File: src/rtl/idu_params.svh
`ifndef IDU_PARAMS_SVH
`define IDU_PARAMS_SVH

// datapath and instruction width
`define IDU_XLEN        32

// register file address
`define IDU_REG_ADDR_W  5

// field widths
`define IDU_OPCODE_W    7
`define IDU_FUNCT3_W    3
`define IDU_FUNCT7_W    7

// field positions in a 32-bit instruction
`define IDU_OPCODE_RNG  6:0
`define IDU_RD_RNG      11:7
`define IDU_FUNCT3_RNG  14:12
`define IDU_RS1_RNG     19:15
`define IDU_RS2_RNG     24:20
`define IDU_FUNCT7_RNG  31:25

`endif

File: src/rtl/idu_pkg.sv
`include "idu_params.svh"

package idu_pkg;

    // rv32i major opcodes
    typedef enum logic [`IDU_OPCODE_W-1:0] {
        OP     = 7'b0110011,
        OP_IMM = 7'b0010011,
        LOAD   = 7'b0000011,
        STORE  = 7'b0100011,
        BRANCH = 7'b1100011,
        LUI    = 7'b0110111,
        AUIPC  = 7'b0010111,
        JAL    = 7'b1101111,
        JALR   = 7'b1100111
    } opcode_e;

    // one operation per decoded instruction
    typedef enum logic [4:0] {
        ALU_ADD, ALU_SUB, ALU_SLT, ALU_SLTU, ALU_XOR, ALU_OR, ALU_AND,
        ALU_SLL, ALU_SRL, ALU_SRA,
        ALU_BEQ, ALU_BNE, ALU_BLT, ALU_BGE, ALU_BLTU, ALU_BGEU,
        ALU_LB, ALU_LH, ALU_LW, ALU_LBU, ALU_LHU,
        ALU_SB, ALU_SH, ALU_SW,
        ALU_LUI, ALU_AUIPC, ALU_JAL, ALU_JALR,
        ALU_NONE = 5'd31
    } alu_op_e;

    typedef struct packed {
        logic [`IDU_XLEN-1:0] instr;
        logic [`IDU_XLEN-1:0] pc;
    } fetch_pkt_t;

    // bypass from alu or load/store unit
    typedef struct packed {
        logic                       valid;
        logic                       is_load;
        logic [`IDU_REG_ADDR_W-1:0] addr;
        logic [`IDU_XLEN-1:0]       data;
    } wb_bus_t;

    typedef struct packed {
        logic                       valid;
        logic [`IDU_REG_ADDR_W-1:0] addr;
        logic [`IDU_XLEN-1:0]       data;
    } rf_wr_t;

    typedef struct packed {
        alu_op_e alu_op;
        logic    wb_valid;
        logic    uses_rs1;
        logic    uses_rs2;
        logic    src2_is_imm;
    } decode_ctl_t;

    typedef struct packed {
        alu_op_e                    alu_op;
        logic                       wb_valid;
        logic [`IDU_REG_ADDR_W-1:0] rd;
        logic [`IDU_XLEN-1:0]       src1;
        logic [`IDU_XLEN-1:0]       src2;
        logic [`IDU_XLEN-1:0]       br_st_imm;
        logic [`IDU_XLEN-1:0]       pc;
    } decoded_pkt_t;

endpackage

File: src/rtl/decode_stage_reg.sv
`timescale 1ns/1ps

module decode_stage_reg (
    input  logic                  clk,
    input  logic                  reset_i,
    input  logic                  in_valid_i,
    input  logic                  flush_i,
    input  idu_pkg::decoded_pkt_t pkt_i,
    input  logic                  out_ready_i,
    input  logic                  stall_i,
    output logic                  in_ready_o,
    output logic                  out_valid_o,
    output idu_pkg::decoded_pkt_t pkt_o
);

    logic accept;
    logic load;

    // slot is free when empty or draining this cycle
    assign in_ready_o = (out_ready_i || !out_valid_o) && !stall_i;
    assign accept     = in_valid_i && in_ready_o;

    // flushed instruction is consumed but dropped
    assign load = accept && !flush_i;

    always_ff @(posedge clk) begin
        if (reset_i) begin
            out_valid_o <= 1'b0;
        end else if (load) begin
            out_valid_o <= 1'b1;
        end else if (out_ready_i) begin
            out_valid_o <= 1'b0;
        end
    end

    always_ff @(posedge clk) begin
        if (load) begin
            pkt_o <= pkt_i;
        end
    end

endmodule

File: src/rtl/idu_top.sv
`timescale 1ns/1ps
`include "idu_params.svh"

module idu_top (
    input  logic                       clk,
    input  logic                       reset_i,
    input  logic                       fetch_valid_i,
    input  idu_pkg::fetch_pkt_t        fetch_pkt_i,
    output logic                       fetch_ready_o,
    input  logic                       flush_i,
    output logic [`IDU_REG_ADDR_W-1:0] rf_rs1_addr_o,
    output logic [`IDU_REG_ADDR_W-1:0] rf_rs2_addr_o,
    input  logic [`IDU_XLEN-1:0]       rf_rs1_data_i,
    input  logic [`IDU_XLEN-1:0]       rf_rs2_data_i,
    input  idu_pkg::wb_bus_t           alu_wb_i,
    input  idu_pkg::wb_bus_t           lsu_wb_i,
    input  idu_pkg::rf_wr_t            rf_wr_i,
    output logic                       exec_valid_o,
    input  logic                       exec_ready_i,
    output idu_pkg::decoded_pkt_t      exec_pkt_o
);

    logic [`IDU_XLEN-1:0]  imm;
    logic [`IDU_XLEN-1:0]  br_st_imm;
    logic [`IDU_XLEN-1:0]  src1;
    logic [`IDU_XLEN-1:0]  src2_reg;
    logic                  load_hazard;
    idu_pkg::decode_ctl_t  ctl;
    idu_pkg::decoded_pkt_t dec_pkt;

    // register file read in the same cycle as the offer
    assign rf_rs1_addr_o = fetch_pkt_i.instr[`IDU_RS1_RNG];
    assign rf_rs2_addr_o = fetch_pkt_i.instr[`IDU_RS2_RNG];

    imm_gen imm_gen_inst (
        .instr_i     (fetch_pkt_i.instr),
        .imm_o       (imm),
        .br_st_imm_o (br_st_imm)
    );

    op_decoder op_decoder_inst (
        .instr_i (fetch_pkt_i.instr),
        .ctl_o   (ctl)
    );

    operand_bypass operand_bypass_inst (
        .rs1_addr_i    (rf_rs1_addr_o),
        .rs2_addr_i    (rf_rs2_addr_o),
        .uses_rs1_i    (ctl.uses_rs1),
        .uses_rs2_i    (ctl.uses_rs2),
        .rs1_data_i    (rf_rs1_data_i),
        .rs2_data_i    (rf_rs2_data_i),
        .alu_wb_i      (alu_wb_i),
        .lsu_wb_i      (lsu_wb_i),
        .rf_wr_i       (rf_wr_i),
        .src1_o        (src1),
        .src2_reg_o    (src2_reg),
        .load_hazard_o (load_hazard)
    );

    always_comb begin
        dec_pkt.alu_op    = ctl.alu_op;
        dec_pkt.wb_valid  = ctl.wb_valid;
        dec_pkt.rd        = fetch_pkt_i.instr[`IDU_RD_RNG];
        dec_pkt.src1      = src1;
        dec_pkt.src2      = ctl.src2_is_imm ? imm : src2_reg;
        dec_pkt.br_st_imm = br_st_imm;
        dec_pkt.pc        = fetch_pkt_i.pc;
    end

    decode_stage_reg decode_stage_reg_inst (
        .clk         (clk),
        .reset_i     (reset_i),
        .in_valid_i  (fetch_valid_i),
        .flush_i     (flush_i),
        .pkt_i       (dec_pkt),
        .out_ready_i (exec_ready_i),
        .stall_i     (load_hazard),
        .in_ready_o  (fetch_ready_o),
        .out_valid_o (exec_valid_o),
        .pkt_o       (exec_pkt_o)
    );

endmodule

File: src/rtl/imm_gen.sv
`timescale 1ns/1ps
`include "idu_params.svh"

module imm_gen (
    input  logic [`IDU_XLEN-1:0] instr_i,
    output logic [`IDU_XLEN-1:0] imm_o,
    output logic [`IDU_XLEN-1:0] br_st_imm_o
);

    idu_pkg::opcode_e     opcode;
    logic [`IDU_XLEN-1:0] i_imm;
    logic [`IDU_XLEN-1:0] s_imm;
    logic [`IDU_XLEN-1:0] b_imm;
    logic [`IDU_XLEN-1:0] u_imm;
    logic [`IDU_XLEN-1:0] j_imm;

    assign opcode = idu_pkg::opcode_e'(instr_i[`IDU_OPCODE_RNG]);

    // sign bit is always instr[31]
    assign i_imm = {{20{instr_i[31]}}, instr_i[31:20]};
    assign s_imm = {{20{instr_i[31]}}, instr_i[`IDU_FUNCT7_RNG], instr_i[`IDU_RD_RNG]};
    assign b_imm = {{19{instr_i[31]}}, instr_i[31], instr_i[7], instr_i[30:25],
                    instr_i[11:8], 1'b0};
    assign u_imm = {instr_i[31:12], 12'b0};
    assign j_imm = {{11{instr_i[31]}}, instr_i[31], instr_i[19:12], instr_i[20],
                    instr_i[30:21], 1'b0};

    always_comb begin
        imm_o       = '0;
        br_st_imm_o = '0;
        case (opcode)
            idu_pkg::OP_IMM, idu_pkg::LOAD, idu_pkg::JALR: imm_o = i_imm;
            idu_pkg::LUI, idu_pkg::AUIPC:                   imm_o = u_imm;
            idu_pkg::JAL:                                   imm_o = j_imm;
            idu_pkg::STORE: begin
                imm_o       = s_imm;
                br_st_imm_o = s_imm;
            end
            idu_pkg::BRANCH: begin
                imm_o       = b_imm;
                br_st_imm_o = b_imm;
            end
            default: ;
        endcase
    end

endmodule

File: src/rtl/op_decoder.sv
`timescale 1ns/1ps
`include "idu_params.svh"

module op_decoder (
    input  logic [`IDU_XLEN-1:0] instr_i,
    output idu_pkg::decode_ctl_t ctl_o
);

    localparam logic [`IDU_FUNCT7_W-1:0] F7_BASE = 7'b0000000;
    localparam logic [`IDU_FUNCT7_W-1:0] F7_ALT  = 7'b0100000;

    idu_pkg::opcode_e          opcode;
    logic [`IDU_FUNCT3_W-1:0]  funct3;
    logic [`IDU_FUNCT7_W-1:0]  funct7;

    assign opcode = idu_pkg::opcode_e'(instr_i[`IDU_OPCODE_RNG]);
    assign funct3 = instr_i[`IDU_FUNCT3_RNG];
    assign funct7 = instr_i[`IDU_FUNCT7_RNG];

    always_comb begin
        ctl_o        = '0;
        ctl_o.alu_op = idu_pkg::ALU_NONE;
        case (opcode)
            idu_pkg::OP: begin
                ctl_o.uses_rs1 = 1'b1;
                ctl_o.uses_rs2 = 1'b1;
                ctl_o.wb_valid = 1'b1;
                if (funct7 == F7_BASE) begin
                    case (funct3)
                        3'b000:  ctl_o.alu_op = idu_pkg::ALU_ADD;
                        3'b001:  ctl_o.alu_op = idu_pkg::ALU_SLL;
                        3'b010:  ctl_o.alu_op = idu_pkg::ALU_SLT;
                        3'b011:  ctl_o.alu_op = idu_pkg::ALU_SLTU;
                        3'b100:  ctl_o.alu_op = idu_pkg::ALU_XOR;
                        3'b101:  ctl_o.alu_op = idu_pkg::ALU_SRL;
                        3'b110:  ctl_o.alu_op = idu_pkg::ALU_OR;
                        default: ctl_o.alu_op = idu_pkg::ALU_AND;
                    endcase
                end else if (funct7 == F7_ALT && funct3 == 3'b000) begin
                    ctl_o.alu_op = idu_pkg::ALU_SUB;
                end else if (funct7 == F7_ALT && funct3 == 3'b101) begin
                    ctl_o.alu_op = idu_pkg::ALU_SRA;
                end
            end
            idu_pkg::OP_IMM: begin
                ctl_o.uses_rs1    = 1'b1;
                ctl_o.src2_is_imm = 1'b1;
                ctl_o.wb_valid    = 1'b1;
                case (funct3)
                    // no subi, so 000 is always add
                    3'b000: ctl_o.alu_op = idu_pkg::ALU_ADD;
                    3'b010: ctl_o.alu_op = idu_pkg::ALU_SLT;
                    3'b011: ctl_o.alu_op = idu_pkg::ALU_SLTU;
                    3'b100: ctl_o.alu_op = idu_pkg::ALU_XOR;
                    3'b110: ctl_o.alu_op = idu_pkg::ALU_OR;
                    3'b111: ctl_o.alu_op = idu_pkg::ALU_AND;
                    3'b001: begin
                        if (funct7 == F7_BASE) ctl_o.alu_op = idu_pkg::ALU_SLL;
                    end
                    default: begin
                        if (funct7 == F7_BASE) ctl_o.alu_op = idu_pkg::ALU_SRL;
                        else if (funct7 == F7_ALT) ctl_o.alu_op = idu_pkg::ALU_SRA;
                    end
                endcase
            end
            idu_pkg::LOAD: begin
                ctl_o.uses_rs1    = 1'b1;
                ctl_o.src2_is_imm = 1'b1;
                ctl_o.wb_valid    = 1'b1;
                case (funct3)
                    3'b000:  ctl_o.alu_op = idu_pkg::ALU_LB;
                    3'b001:  ctl_o.alu_op = idu_pkg::ALU_LH;
                    3'b010:  ctl_o.alu_op = idu_pkg::ALU_LW;
                    3'b100:  ctl_o.alu_op = idu_pkg::ALU_LBU;
                    3'b101:  ctl_o.alu_op = idu_pkg::ALU_LHU;
                    default: ctl_o.alu_op = idu_pkg::ALU_NONE;
                endcase
            end
            idu_pkg::STORE: begin
                ctl_o.uses_rs1 = 1'b1;
                ctl_o.uses_rs2 = 1'b1;
                case (funct3)
                    3'b000:  ctl_o.alu_op = idu_pkg::ALU_SB;
                    3'b001:  ctl_o.alu_op = idu_pkg::ALU_SH;
                    3'b010:  ctl_o.alu_op = idu_pkg::ALU_SW;
                    default: ctl_o.alu_op = idu_pkg::ALU_NONE;
                endcase
            end
            idu_pkg::BRANCH: begin
                ctl_o.uses_rs1 = 1'b1;
                ctl_o.uses_rs2 = 1'b1;
                case (funct3)
                    3'b000:  ctl_o.alu_op = idu_pkg::ALU_BEQ;
                    3'b001:  ctl_o.alu_op = idu_pkg::ALU_BNE;
                    3'b100:  ctl_o.alu_op = idu_pkg::ALU_BLT;
                    3'b101:  ctl_o.alu_op = idu_pkg::ALU_BGE;
                    3'b110:  ctl_o.alu_op = idu_pkg::ALU_BLTU;
                    3'b111:  ctl_o.alu_op = idu_pkg::ALU_BGEU;
                    default: ctl_o.alu_op = idu_pkg::ALU_NONE;
                endcase
            end
            idu_pkg::LUI, idu_pkg::AUIPC, idu_pkg::JAL: begin
                ctl_o.src2_is_imm = 1'b1;
                ctl_o.wb_valid    = 1'b1;
                if (opcode == idu_pkg::LUI) ctl_o.alu_op = idu_pkg::ALU_LUI;
                else if (opcode == idu_pkg::AUIPC) ctl_o.alu_op = idu_pkg::ALU_AUIPC;
                else ctl_o.alu_op = idu_pkg::ALU_JAL;
            end
            idu_pkg::JALR: begin
                ctl_o.uses_rs1    = 1'b1;
                ctl_o.src2_is_imm = 1'b1;
                ctl_o.wb_valid    = 1'b1;
                if (funct3 == 3'b000) ctl_o.alu_op = idu_pkg::ALU_JALR;
            end
            default: ;
        endcase
    end

endmodule

File: src/rtl/operand_bypass.sv
`timescale 1ns/1ps
`include "idu_params.svh"

module operand_bypass (
    input  logic [`IDU_REG_ADDR_W-1:0] rs1_addr_i,
    input  logic [`IDU_REG_ADDR_W-1:0] rs2_addr_i,
    input  logic                       uses_rs1_i,
    input  logic                       uses_rs2_i,
    input  logic [`IDU_XLEN-1:0]       rs1_data_i,
    input  logic [`IDU_XLEN-1:0]       rs2_data_i,
    input  idu_pkg::wb_bus_t           alu_wb_i,
    input  idu_pkg::wb_bus_t           lsu_wb_i,
    input  idu_pkg::rf_wr_t            rf_wr_i,
    output logic [`IDU_XLEN-1:0]       src1_o,
    output logic [`IDU_XLEN-1:0]       src2_reg_o,
    output logic                       load_hazard_o
);

    logic alu_hit1;
    logic lsu_hit1;
    logic rf_hit1;
    logic alu_hit2;
    logic lsu_hit2;
    logic rf_hit2;

    // x0 never forwards, and neither does an unused source
    function automatic logic bus_hit(
        input logic                       vld,
        input logic [`IDU_REG_ADDR_W-1:0] bus_addr,
        input logic [`IDU_REG_ADDR_W-1:0] src_addr,
        input logic                       used
    );
        return vld && used && (bus_addr == src_addr) && (src_addr != '0);
    endfunction

    assign alu_hit1 = bus_hit(alu_wb_i.valid, alu_wb_i.addr, rs1_addr_i, uses_rs1_i);
    assign lsu_hit1 = bus_hit(lsu_wb_i.valid, lsu_wb_i.addr, rs1_addr_i, uses_rs1_i);
    assign rf_hit1  = bus_hit(rf_wr_i.valid, rf_wr_i.addr, rs1_addr_i, uses_rs1_i);
    assign alu_hit2 = bus_hit(alu_wb_i.valid, alu_wb_i.addr, rs2_addr_i, uses_rs2_i);
    assign lsu_hit2 = bus_hit(lsu_wb_i.valid, lsu_wb_i.addr, rs2_addr_i, uses_rs2_i);
    assign rf_hit2  = bus_hit(rf_wr_i.valid, rf_wr_i.addr, rs2_addr_i, uses_rs2_i);

    // youngest result first
    assign src1_o = alu_hit1 ? alu_wb_i.data :
                    lsu_hit1 ? lsu_wb_i.data :
                    rf_hit1  ? rf_wr_i.data  :
                               rs1_data_i;

    assign src2_reg_o = alu_hit2 ? alu_wb_i.data :
                        lsu_hit2 ? lsu_wb_i.data :
                        rf_hit2  ? rf_wr_i.data  :
                                   rs2_data_i;

    // load data not back yet
    assign load_hazard_o = alu_wb_i.is_load && (alu_hit1 || alu_hit2) ||
                           lsu_wb_i.is_load && (lsu_hit1 || lsu_hit2);

endmodule
File: config.mk
export PLATFORM = sky130hd
export DESIGN_NAME = idu_top
export DESIGN_NICKNAME = d
export VERILOG_FILES = /design/src/rtl/idu_pkg.sv /design/src/rtl/decode_stage_reg.sv /design/src/rtl/idu_top.sv /design/src/rtl/imm_gen.sv /design/src/rtl/op_decoder.sv /design/src/rtl/operand_bypass.sv
export VERILOG_INCLUDE_DIRS = /design/src /design/src/rtl
export SDC_FILE = /design/constraint.sdc
export NUM_CORES = 1
export LEC_CHECK = 0
export BUFFER_PORTS_ARGS = -buffer_cell sky130_fd_sc_hd__buf_2
export CORE_AREA = 2 2 154 156
export DETAILED_ROUTE_END_ITERATION = 10
export DIE_AREA = 0 0 156 158
export HOLD_SLACK_MARGIN = 0.12
export PLACE_DENSITY_LB_ADDON = 0.1
export SLEW_MARGIN = 20
export SYNTH_ARGS = -nofsm -noshare
export SYNTH_HDL_FRONTEND = slang
export SYNTH_SLANG_ARGS = --single-unit
File: constraint.sdc
create_clock -name clk -period 17.7 [get_ports clk]
set_input_delay 0.885 -clock clk [delete_from_list [all_inputs] [get_ports clk]]
set_output_delay 0.885 -clock clk [all_outputs]
set_load 0.01 [all_outputs]
## Yosys cells after proc, flatten, opt, wreduce, memory -nomap -nowiden

Index checks and enable logic that the tools add are counted.

- Equal/unequal tests: 23
- Mux-type cells: 30
- Reduce and logical (&&, ||, !) cells: 44

Operator list:

| kind | number |
|---|---|
| $mux W32 | 7 |
| $pmux W32 S5 | 1 |
| $pmux W5 S7 | 2 |
| $pmux W32 S2 | 1 |
| $eq A5 B5 Y1 | 6 |
| $mux W5 | 6 |
| $pmux W5 S6 | 1 |
| $eq A7 B6 Y1 const B | 4 |
| $pmux W4 S7 | 1 |
| $logic_and A1 B1 Y1 | 25 |
| $eq A7 B7 Y1 const B | 3 |
| $pmux W4 S5 | 1 |
| $eq A7 B5 Y1 const B | 2 |
| $eq A3 B3 Y1 const B | 4 |
| $pmux W4 S3 | 1 |
| $reduce_or A6 Y1 | 2 |
| $reduce_bool A5 Y1 | 2 |
| $reduce_or A3 Y1 | 3 |
| $eq A7 B2 Y1 const B | 1 |
| $logic_not A7 Y1 | 1 |
| $reduce_or A7 Y1 | 1 |
| $eq A3 B2 Y1 const B | 2 |
| $mux W1 | 6 |
| $logic_or A1 B1 Y1 | 4 |
| 7 further kinds | 10 |

- Register bits: 140
- Input port bits: 249
- Output and inout bits: 151
- Logic and storage cells: 105

## Depth between registers and ports, before layout

Gate-level depths: netlist of the first run.

- Depth in word-level cells: 14
- Mapped depth: 9
- Depth with buffers taken out: 6

## Hierarchy

Synthesis of the first run repeated with hierarchy kept, for this count alone.

- Cells, all modules: 820
- Area total of the unflattened synthesis: 9337.7 µm²

Modules (own cells, without submodules):

| module | instances | cells each | area each (µm²) | sequential area each (µm²) |
|---|---|---|---|---|
| decode_stage_reg | 1 | 145 | 4249.1 | 4194.0 |
| operand_bypass | 1 | 421 | 3104.2 | 0.0 |
| imm_gen | 1 | 101 | 744.5 | 0.0 |
| op_decoder | 1 | 107 | 620.6 | 0.0 |
| idu_top | 1 | 46 | 619.3 | 0.0 |

## Worst setup path before layout of the first run

No wires, ideal clock.

- Kind: input to register
- Start: input port fetch_pkt_i[53] in the netlist's numbering
- End: register decode_stage_reg_inst.pkt_o[0] in the netlist's numbering, enable pin
- Setup time: 936 ps
- Data arrival time: 14395 ps
- Data required time: 16764 ps
- Slack: 2370 ps
- Stages on the path: 8
- Buffers on the path: 2
- Cell sequence: buf_2 or4_1 nor2_1 a211oi_2 buf_6 nand2_1 a21boi_0 nor4b_1

- Word-level cells in the longest chain between the ends: 10
- Elaborated cells on any way between the ends: 16
- Those cells by class: 2 x eq/ne; 14 x reduce/logical

RTL lines:

| what | RTL line | source |
|---|---|---|
| start: declaration | idu_top.sv:8 | `input idu_pkg::fetch_pkt_t fetch_pkt_i,` |
| $eq A5 B5 Y1 | operand_bypass.sv:33 | `return vld && used && (bus_addr == src_addr) && (src_addr != '0);` |
| $logic_and A1 B1 Y1 (2 in series) | operand_bypass.sv:33 |  |
| $logic_or A1 B1 Y1, on equally long branches | operand_bypass.sv:55, operand_bypass.sv:56 |  |
| $logic_and A1 B1 Y1, on equally long branches | operand_bypass.sv:55, operand_bypass.sv:56 |  |
| $logic_or A1 B1 Y1 (*) | operand_bypass.sv:55 | `assign load_hazard_o = alu_wb_i.is_load && (alu_hit1 \|\| alu_hit2) \|\|` |
| $logic_not A1 Y1 (*) | decode_stage_reg.sv:20 | `assign in_ready_o = (out_ready_i \|\| !out_valid_o) && !stall_i;` |
| $logic_and A1 B1 Y1 (*) | decode_stage_reg.sv:20 |  |
| $logic_and A1 B1 Y1 (*) | decode_stage_reg.sv:21 | `assign accept = in_valid_i && in_ready_o;` |
| $logic_and A1 B1 Y1 (*) | decode_stage_reg.sv:24 | `assign load = accept && !flush_i;` |
| named net decode_stage_reg_inst.load | decode_stage_reg.sv:17 | `logic load;` |
| end signal: assignment | decode_stage_reg.sv:38 | `pkt_o <= pkt_i;` |
| end: declaration | decode_stage_reg.sv:13 | `output idu_pkg::decoded_pkt_t pkt_o` |

The timed path passes the listed nets; every way through them passes the cells marked *.
A chain may end at the register's enable or synchronous reset.

## Worst setup path after layout of the first run

- Start: input port fetch_pkt_i[55] in the netlist's numbering
- End: output port fetch_ready_o

- Word-level cells in the longest chain between the ends: 8
- Elaborated cells on any way between the ends: 14
- Those cells by class: 2 x eq/ne; 12 x reduce/logical

RTL lines:

| what | RTL line | source |
|---|---|---|
| $eq A5 B5 Y1 | operand_bypass.sv:33 |  |
| $logic_and A1 B1 Y1 (2 in series) | operand_bypass.sv:33 |  |
| $logic_or A1 B1 Y1, on equally long branches | operand_bypass.sv:55, operand_bypass.sv:56 |  |
| $logic_and A1 B1 Y1, on equally long branches | operand_bypass.sv:55, operand_bypass.sv:56 |  |
| $logic_or A1 B1 Y1 (*) | operand_bypass.sv:55 |  |
| $logic_not A1 Y1 (*) | decode_stage_reg.sv:20 |  |
| $logic_and A1 B1 Y1 (*) | decode_stage_reg.sv:20 |  |
| end: declaration | idu_top.sv:9 | `output logic fetch_ready_o,` |

Every way passes the cells marked *; elsewhere a longest branch is shown, timed or not.

==> flow_summary.json, run 1 <==
{
  "antenna_found_initial": 7,
  "rr_endpoint": "decode_stage_reg_inst.pkt_o[39]",
  "dpl.hpwl_um": 22900,
  "die_w_um": 156,
  "row_count": 56,
  "h-tree-depth": 4,
  "start_util_pct": 31.2,
  "ys_ff_latch": 121,
  "setup_viol": 0,
  "hp-class": "in -> reg",
  "core_region_area_sq_um": 23100,
  "top_usage_layer": "met2",
  "tns_ns": 0,
  "period_minus_slack_ns": 4.01,
  "track_usage_pct": 24.3,
  "r2r_start": "decode_stage_reg_inst.out_valid_o",
  "gp_congestion": 0.899,
  "pwr_density_cell_nw_per_um2": 83.1,
  "detail-route-antenna-nets": 0,
  "synth_cells": 690,
  "worstSetupEndpoint": "fetch_ready_o",
  "die_h_um": 158,
  "layout_common_cells": "buf_2 (399), edfxtp_1 (120), nand2_1 (66)",
  "vdd_drop_max_v": 0.0000510,
  "postCtsHoldBufs": 0,
  "grtUsageMet3_pct": 7.36,
  "p_comb_share_pct": 13.7,
  "rrSetupSlack_ns": 15.81,
  "port_buffers": 399,
  "cts_tree": "yes",
  "routed_wl_um": 31000,
  "path_max_fanout": 34,
  "met1_usage_pct": 29.3,
  "switchingPower_w": 0.000220,
  "grt_max_degree": 70,
  "r2r.worst_path.cells": 3,
  "status": "completed",
  "clkLatencyLatePin_ns": 0.42,
  "post_cts_buffers": 0,
  "drt_iter0_markers": 485,
  "synth-edff-count": 120,
  "switching_share_pct": 27.1,
  "grt_pass1_vias": 6971,
  "grt_pass1_wl_um": 44100,
  "fillers": 2304,
  "finClkSkew_ns": 0.00713,
  "fmaxAchievable_mhz": 250,
  "crit_chain": "buf_2 > xor2_1 > nor4_2 > and3_2 > a22oi_1 > nor2b_1 > nor3b_1 > buf_2",
  "final_common_cell": "buf_2",
  "syn_area_per_cell_sq_um": 10.4,
  "clk_path_buf_depth": 2,
  "power_frac_seq_pct": 41.1,
  "gr-total-overflow": 0,
  "first_pass_iters": 5,
  "critPathKind": "in -> out",
  "cts.reportedPaths.clkPinSlew_ns": 0.07,
  "maxCapViolations": 0,
  "hold_depth": 1,
  "vias_per_cell": 5.32,
  "worst_slew_pin_slew_ns": 1.09,
  "use_met2_pct": 41.3,
  "p_leak_nw": 4.08,
  "slew_headroom_pct": 27.0,
  "crit_path_start_kind": "input port",
  "syn_area_sq_um": 7190,
  "ios": 400,
  "layout.area.seq_sq_um": 3620,
  "syn2layout_area_growth_pct": 36.0,
  "worstSetupStartpoint": "fetch_pkt_i[55]",
  "synthFlopType": "edfxtp_1",
  "syn_nets": 939,
  "multi_input_area_sq_um": 3100,
  "cts-root-buf": "clkbuf_16",
  "slowest_stage": "and3_2",
  "die_area_sq_um": 24600,
  "cp.required_ns": 16.82,
  "internal-power_w": 0.000592,
  "vias": 7101,
  "clkSinkCount": 121,
  "slew_viol_final": 0,
  "cts_resized": 0,
  "end_kind": "output port",
  "cpPeakStageDelay_ns": 0.74,
  "cpMostUsedCell": "buf_2",
  "cts_buffers": 17,
  "arrival_ns": 3.12,
  "synth.distinct_cells": 64,
  "post_drt_wl_per_cell_um": 23.2,
  "clkPwrFrac_pct": 45.2,
  "p_total_w": 0.000813,
  "finalCritPeriodShare_pct": 22.6,
  "ys_seq_area_share_pct": 50.4,
  "ys.warnings.count": 0,
  "drc": 0,
  "grt_setup_unrepaired": "false",
  "layout-drive-gt1-share_pct": 45.1,
  "report.final.hold_viol_count": 0,
  "layout.nets": 1275,
  "synthArstFlopShare_pct": 0
}
-- cell type report --
class | count | share of cell area, %
Antenna cell | 6 | 0.154
Clock buffer | 17 | 4.35
Clock inverter | 15 | 1.86
Inverter | 4 | 0.154
Multi-Input combinational cell | 475 | 31.7
Sequential cell | 121 | 37.1
Tap cell | 290 | 3.71
Timing Repair Buffer | 407 | 21.0
-- Yosys cell counts, drive strengths merged (2+ instances only) --
master | n | share of area [%]
a21oi | 55 | 3.8
nor3b | 2 | 0.21
nand4 | 4 | 0.35
a221oi | 48 | 6.1
nand3 | 2 | 0.14
a21o | 2 | 0.21
a22o | 12 | 1.5
o31ai | 2 | 0.21
nor3 | 4 | 0.28
a22oi | 4 | 0.42
a31oi | 2 | 0.17
o22ai | 4 | 0.35
clkbuf | 27 | 1.4
nor2 | 57 | 3.0
edfxtp | 120 | 50
and2 | 3 | 0.26
and3 | 38 | 3.3
a2111oi | 13 | 2.5
a211oi | 12 | 1.3
a221o | 11 | 1.5
o32a | 2 | 0.28
o211ai | 2 | 0.21
mux2i | 2 | 0.28
nand2b | 6 | 0.52
xor2 | 14 | 1.7
nor2b | 6 | 0.52
nor4b | 2 | 0.33
buf | 63 | 5.9
o21ai | 56 | 4.0
or2 | 2 | 0.17
or4 | 3 | 0.31
nand2 | 66 | 3.4
xnor2 | 16 | 1.9
nor4 | 7 | 0.78
or3 | 2 | 0.17
inv | 4 | 0.21
-- per-layer routing --
metal	vias up	part of all wire, %	routed length (um)
met5	-	0.097	30
met4	4	2.1	637
met3	45	8.6	2680
met2	369	49	15300
met1	3358	40	12300
li1	3325	-	-
-- through the flow --
step	std cells	hold slack, ns	setup WS (ns)	instance area [sq um]	utilization [%]
6_report	1335	0.635	13.69	9780	42.4
5_1_grt	1333	0.614	13.52	9770	42.4
4_1_cts	1329	0.619	13.69	9760	42.3
3_5_place_dp	1297	0.615	13.65	9160	39.7
3_3_place_gp	1297	0.643	13.72	9160	39.7
2_1_floorplan	690	0.602	2.37	7190	-
-- kinds of logic after synthesis --
kind of cell | synth area share (%)
AND/OR/NAND/NOR | 14.5
flip-flops | 50.4
AO/OA/AOI/OAI | 23.7
XOR/XNOR | 3.65
buffers and inverters | 7.48
multiplexers | 0.278
-- worst min-delay path by stage --
stage | from | end | slack, ns
after floorplan | decode_stage_reg_inst.out_valid_o | decode_stage_reg_inst.out_valid_o | 0.60
after global placement | decode_stage_reg_inst.out_valid_o | decode_stage_reg_inst.out_valid_o | 0.64
after detailed placement | decode_stage_reg_inst.out_valid_o | decode_stage_reg_inst.out_valid_o | 0.62
after CTS | fetch_pkt_i[19] | decode_stage_reg_inst.pkt_o[19] | 0.62
after global routing | fetch_pkt_i[9] | decode_stage_reg_inst.pkt_o[9] | 0.61
final | fetch_pkt_i[20] | decode_stage_reg_inst.pkt_o[20] | 0.63
-- registers in the layout (all words and copies together), names as in the netlist --
register,flops
decode_stage_reg_inst.out_valid_o,1
decode_stage_reg_inst.pkt_o,120
-- worst max-delay path, delay by kind of cell --
| family | cells | cell delay, ns |
|---|---|---|
| AO/OA/AOI/OAI | 1 | 0.17 |
| XOR/XNOR | 1 | 0.17 |
| buffers and inverters | 2 | 0.36 |
| AND/OR/NAND/NOR | 4 | 1.51 |
-- power groups by stage --
stage          Combinational, W  Clock, W  Sequential (W)
2_1_floorplan         0.0000443         0        0.000352
3_3_place_gp           0.000112         0        0.000340
3_5_place_dp           0.000112         0        0.000340
4_1_cts                0.000112  0.000373        0.000334
5_1_grt                0.000121  0.000386        0.000335
6_report               0.000111  0.000367        0.000334
Note: power is estimated with default switching activity, not from simulation.
==> run 2: changes to the inputs <==
- CORE_AREA: 2 2 154 156 -> 2 2 157 159
- DIE_AREA: 0 0 156 158 -> 0 0 159 161
- clock period: 17.7 -> 3.3 ns (I/O delays scaled with it)
==> flow_summary.json, run 2 (synthesized netlist as in run 1, its figures left out) <==
{
  "grt_max_degree": 91,
  "track_usage_pct": 24.6,
  "p_total_w": 0.00437,
  "h-tree-depth": 4,
  "die_h_um": 161,
  "dpl.hpwl_um": 23100,
  "pwr_density_cell_nw_per_um2": 395,
  "layout.nets": 1401,
  "cts.reportedPaths.clkPinSlew_ns": 0.06,
  "finClkSkew_ns": 0.00688,
  "worstSetupStartpoint": "fetch_pkt_i[36]",
  "die_w_um": 159,
  "final_cell_area_sq_um": 11100,
  "fmaxAchievable_mhz": 367,
  "place_ws_ns": 0.440,
  "port_buffers": 399,
  "post_drt_wl_per_cell_um": 21.6,
  "post_cts_buffers": 0,
  "slew_viol_final": 0,
  "syn2layout_area_growth_pct": 53.8,
  "multi_input_area_sq_um": 3130,
  "clk_path_buf_depth": 2,
  "cts_buffers": 17,
  "period_minus_slack_ns": 2.73,
  "status": "completed",
  "hp-class": "in -> reg",
  "tns_ns": 0,
  "layout-drive-gt1-share_pct": 41.7,
  "ios": 400,
  "cpPeakStageDelay_ns": 0.76,
  "worst_slew_pin_slew_ns": 0.841,
  "cts-root-buf": "clkbuf_16",
  "r2r_start": "decode_stage_reg_inst.out_valid_o",
  "grt_pass1_vias": 7893,
  "vdd_drop_max_v": 0.000236,
  "crit_chain": "buf_2 > nand2b_1 > a21o_1 > nor2_2 > and2_2 > a221oi_1 > a21oi_1 > dlygate4sd3_1",
  "slew_headroom_pct": 44.0,
  "rrSetupSlack_ns": 1.65,
  "cp.required_ns": 3.58,
  "setup_slack_ns": 0.575,
  "clkSinkCount": 121,
  "layout.area.seq_sq_um": 3620,
  "rr_endpoint": "decode_stage_reg_inst.pkt_o[43]",
  "gp_congestion": 0.858,
  "slowest_stage": "and2_2",
  "maxCapViolations": 0,
  "worstSetupEndpoint": "decode_stage_reg_inst.pkt_o[118]",
  "cts_tree": "yes",
  "grt_pass1_wl_um": 47800,
  "path_depth": 8,
  "path_max_fanout": 31,
  "vias_per_cell": 5.15,
  "cp_num_buf_inv": 2,
  "crit_path_start_kind": "input port",
  "report.final.hold_viol_count": 0,
  "p_leak_nw": 4.61,
  "end_kind": "register",
  "fillers": 2367,
  "final_common_cell": "buf_2",
  "crit_family": "simple AND/OR/NAND/NOR gates",
  "clkLatencyLatePin_ns": 0.42,
  "layout_common_cells": "buf_2 (399), edfxtp_1 (120), dlygate4sd3_1 (113)",
  "top_register": "decode_stage_reg_inst.pkt_o",
  "routed_wl_um": 32200,
  "reg_top3": "decode_stage_reg_inst.pkt_o (120), decode_stage_reg_inst.out_valid_o (1)",
  "gr-total-overflow": 0,
  "r2r.worst_path.cells": 3,
  "start_util_pct": 30.0,
  "vias": 7669,
  "first_pass_iters": 5,
  "largest_register_ffs": 120,
  "grt_setup_unrepaired": "false",
  "arrival_ns": 3.01,
  "postLayoutCoreUtil_pct": 46.2,
  "drc": 0,
  "row_count": 57,
  "detail-route-antenna-nets": 0,
  "placed_area_sq_um": 9330,
  "finalCritPeriodShare_pct": 82.6,
  "setup_viol": 0,
  "critPathKind": "in -> reg",
  "drt_iter0_markers": 586,
  "antenna_found_initial": 2,
  "die_area_sq_um": 25600,
  "core_region_area_sq_um": 24000
}
-- run 2: worst min-delay path, cell delays in order --
cell	delay, ns
buf_2	0.11
nand2_1	0.05
a21oi_1	0.11
-- run 2: how the worst min path moves through the flow --
| stage | startpoint | endpoint | depth (start not counted) |
|---|---|---|---|
| global route | rf_rs2_data_i[23] | decode_stage_reg_inst.pkt_o[87] | 3 |
| CTS | rf_rs2_data_i[23] | decode_stage_reg_inst.pkt_o[87] | 3 |
| global placement | fetch_pkt_i[24] | decode_stage_reg_inst.pkt_o[24] | 1 |
| finish | rf_wr_i[3] | decode_stage_reg_inst.pkt_o[99] | 3 |
| detailed placement | fetch_pkt_i[28] | decode_stage_reg_inst.pkt_o[28] | 1 |
| floorplan | fetch_pkt_i[0] | decode_stage_reg_inst.pkt_o[0] | 0 |
-- run 2: metrics by stage --
stage,std cells,hold WS (ns)
4_1_cts,1488,0.120
5_1_grt,1490,0.141
3_5_place_dp,1343,0.343
2_1_floorplan,690,0.264
6_report,1490,0.130
3_3_place_gp,1343,0.341
-- run 2: timing repair --
action,4_1_cts,5_1_grt
resized for setup,0,0
hold buffers,113,0
hold endpoints to repair,88,0
endpoints found under the setup margin,0,0
-- run 2: where the power goes --
group	total [W]	switching [W]	internal, W
clock	0.00187	0.000810	0.00106
combinational	0.000715	0.000363	0.000352
sequential	0.00179	0.0000192	0.00177
-- run 2: per-layer routing --
metal	track usage (%)	wire (um)
met1	30.6	13700
met2	43.3	16000
met3	5.60	2190
met4	6.24	408
met5	0	0
-- run 2: cell type report --
| class | instances | share of cell area, % |
|---|---|---|
| sequential | 121 | 32.8 |
| timing repair buffer | 533 | 30.0 |
| antenna | 1 | 0.0226 |
| clock buffer | 18 | 3.88 |
| inverter | 4 | 0.136 |
| clock inverter | 14 | 1.26 |
| tap | 324 | 3.67 |
| multi-input combinational | 475 | 28.3 |
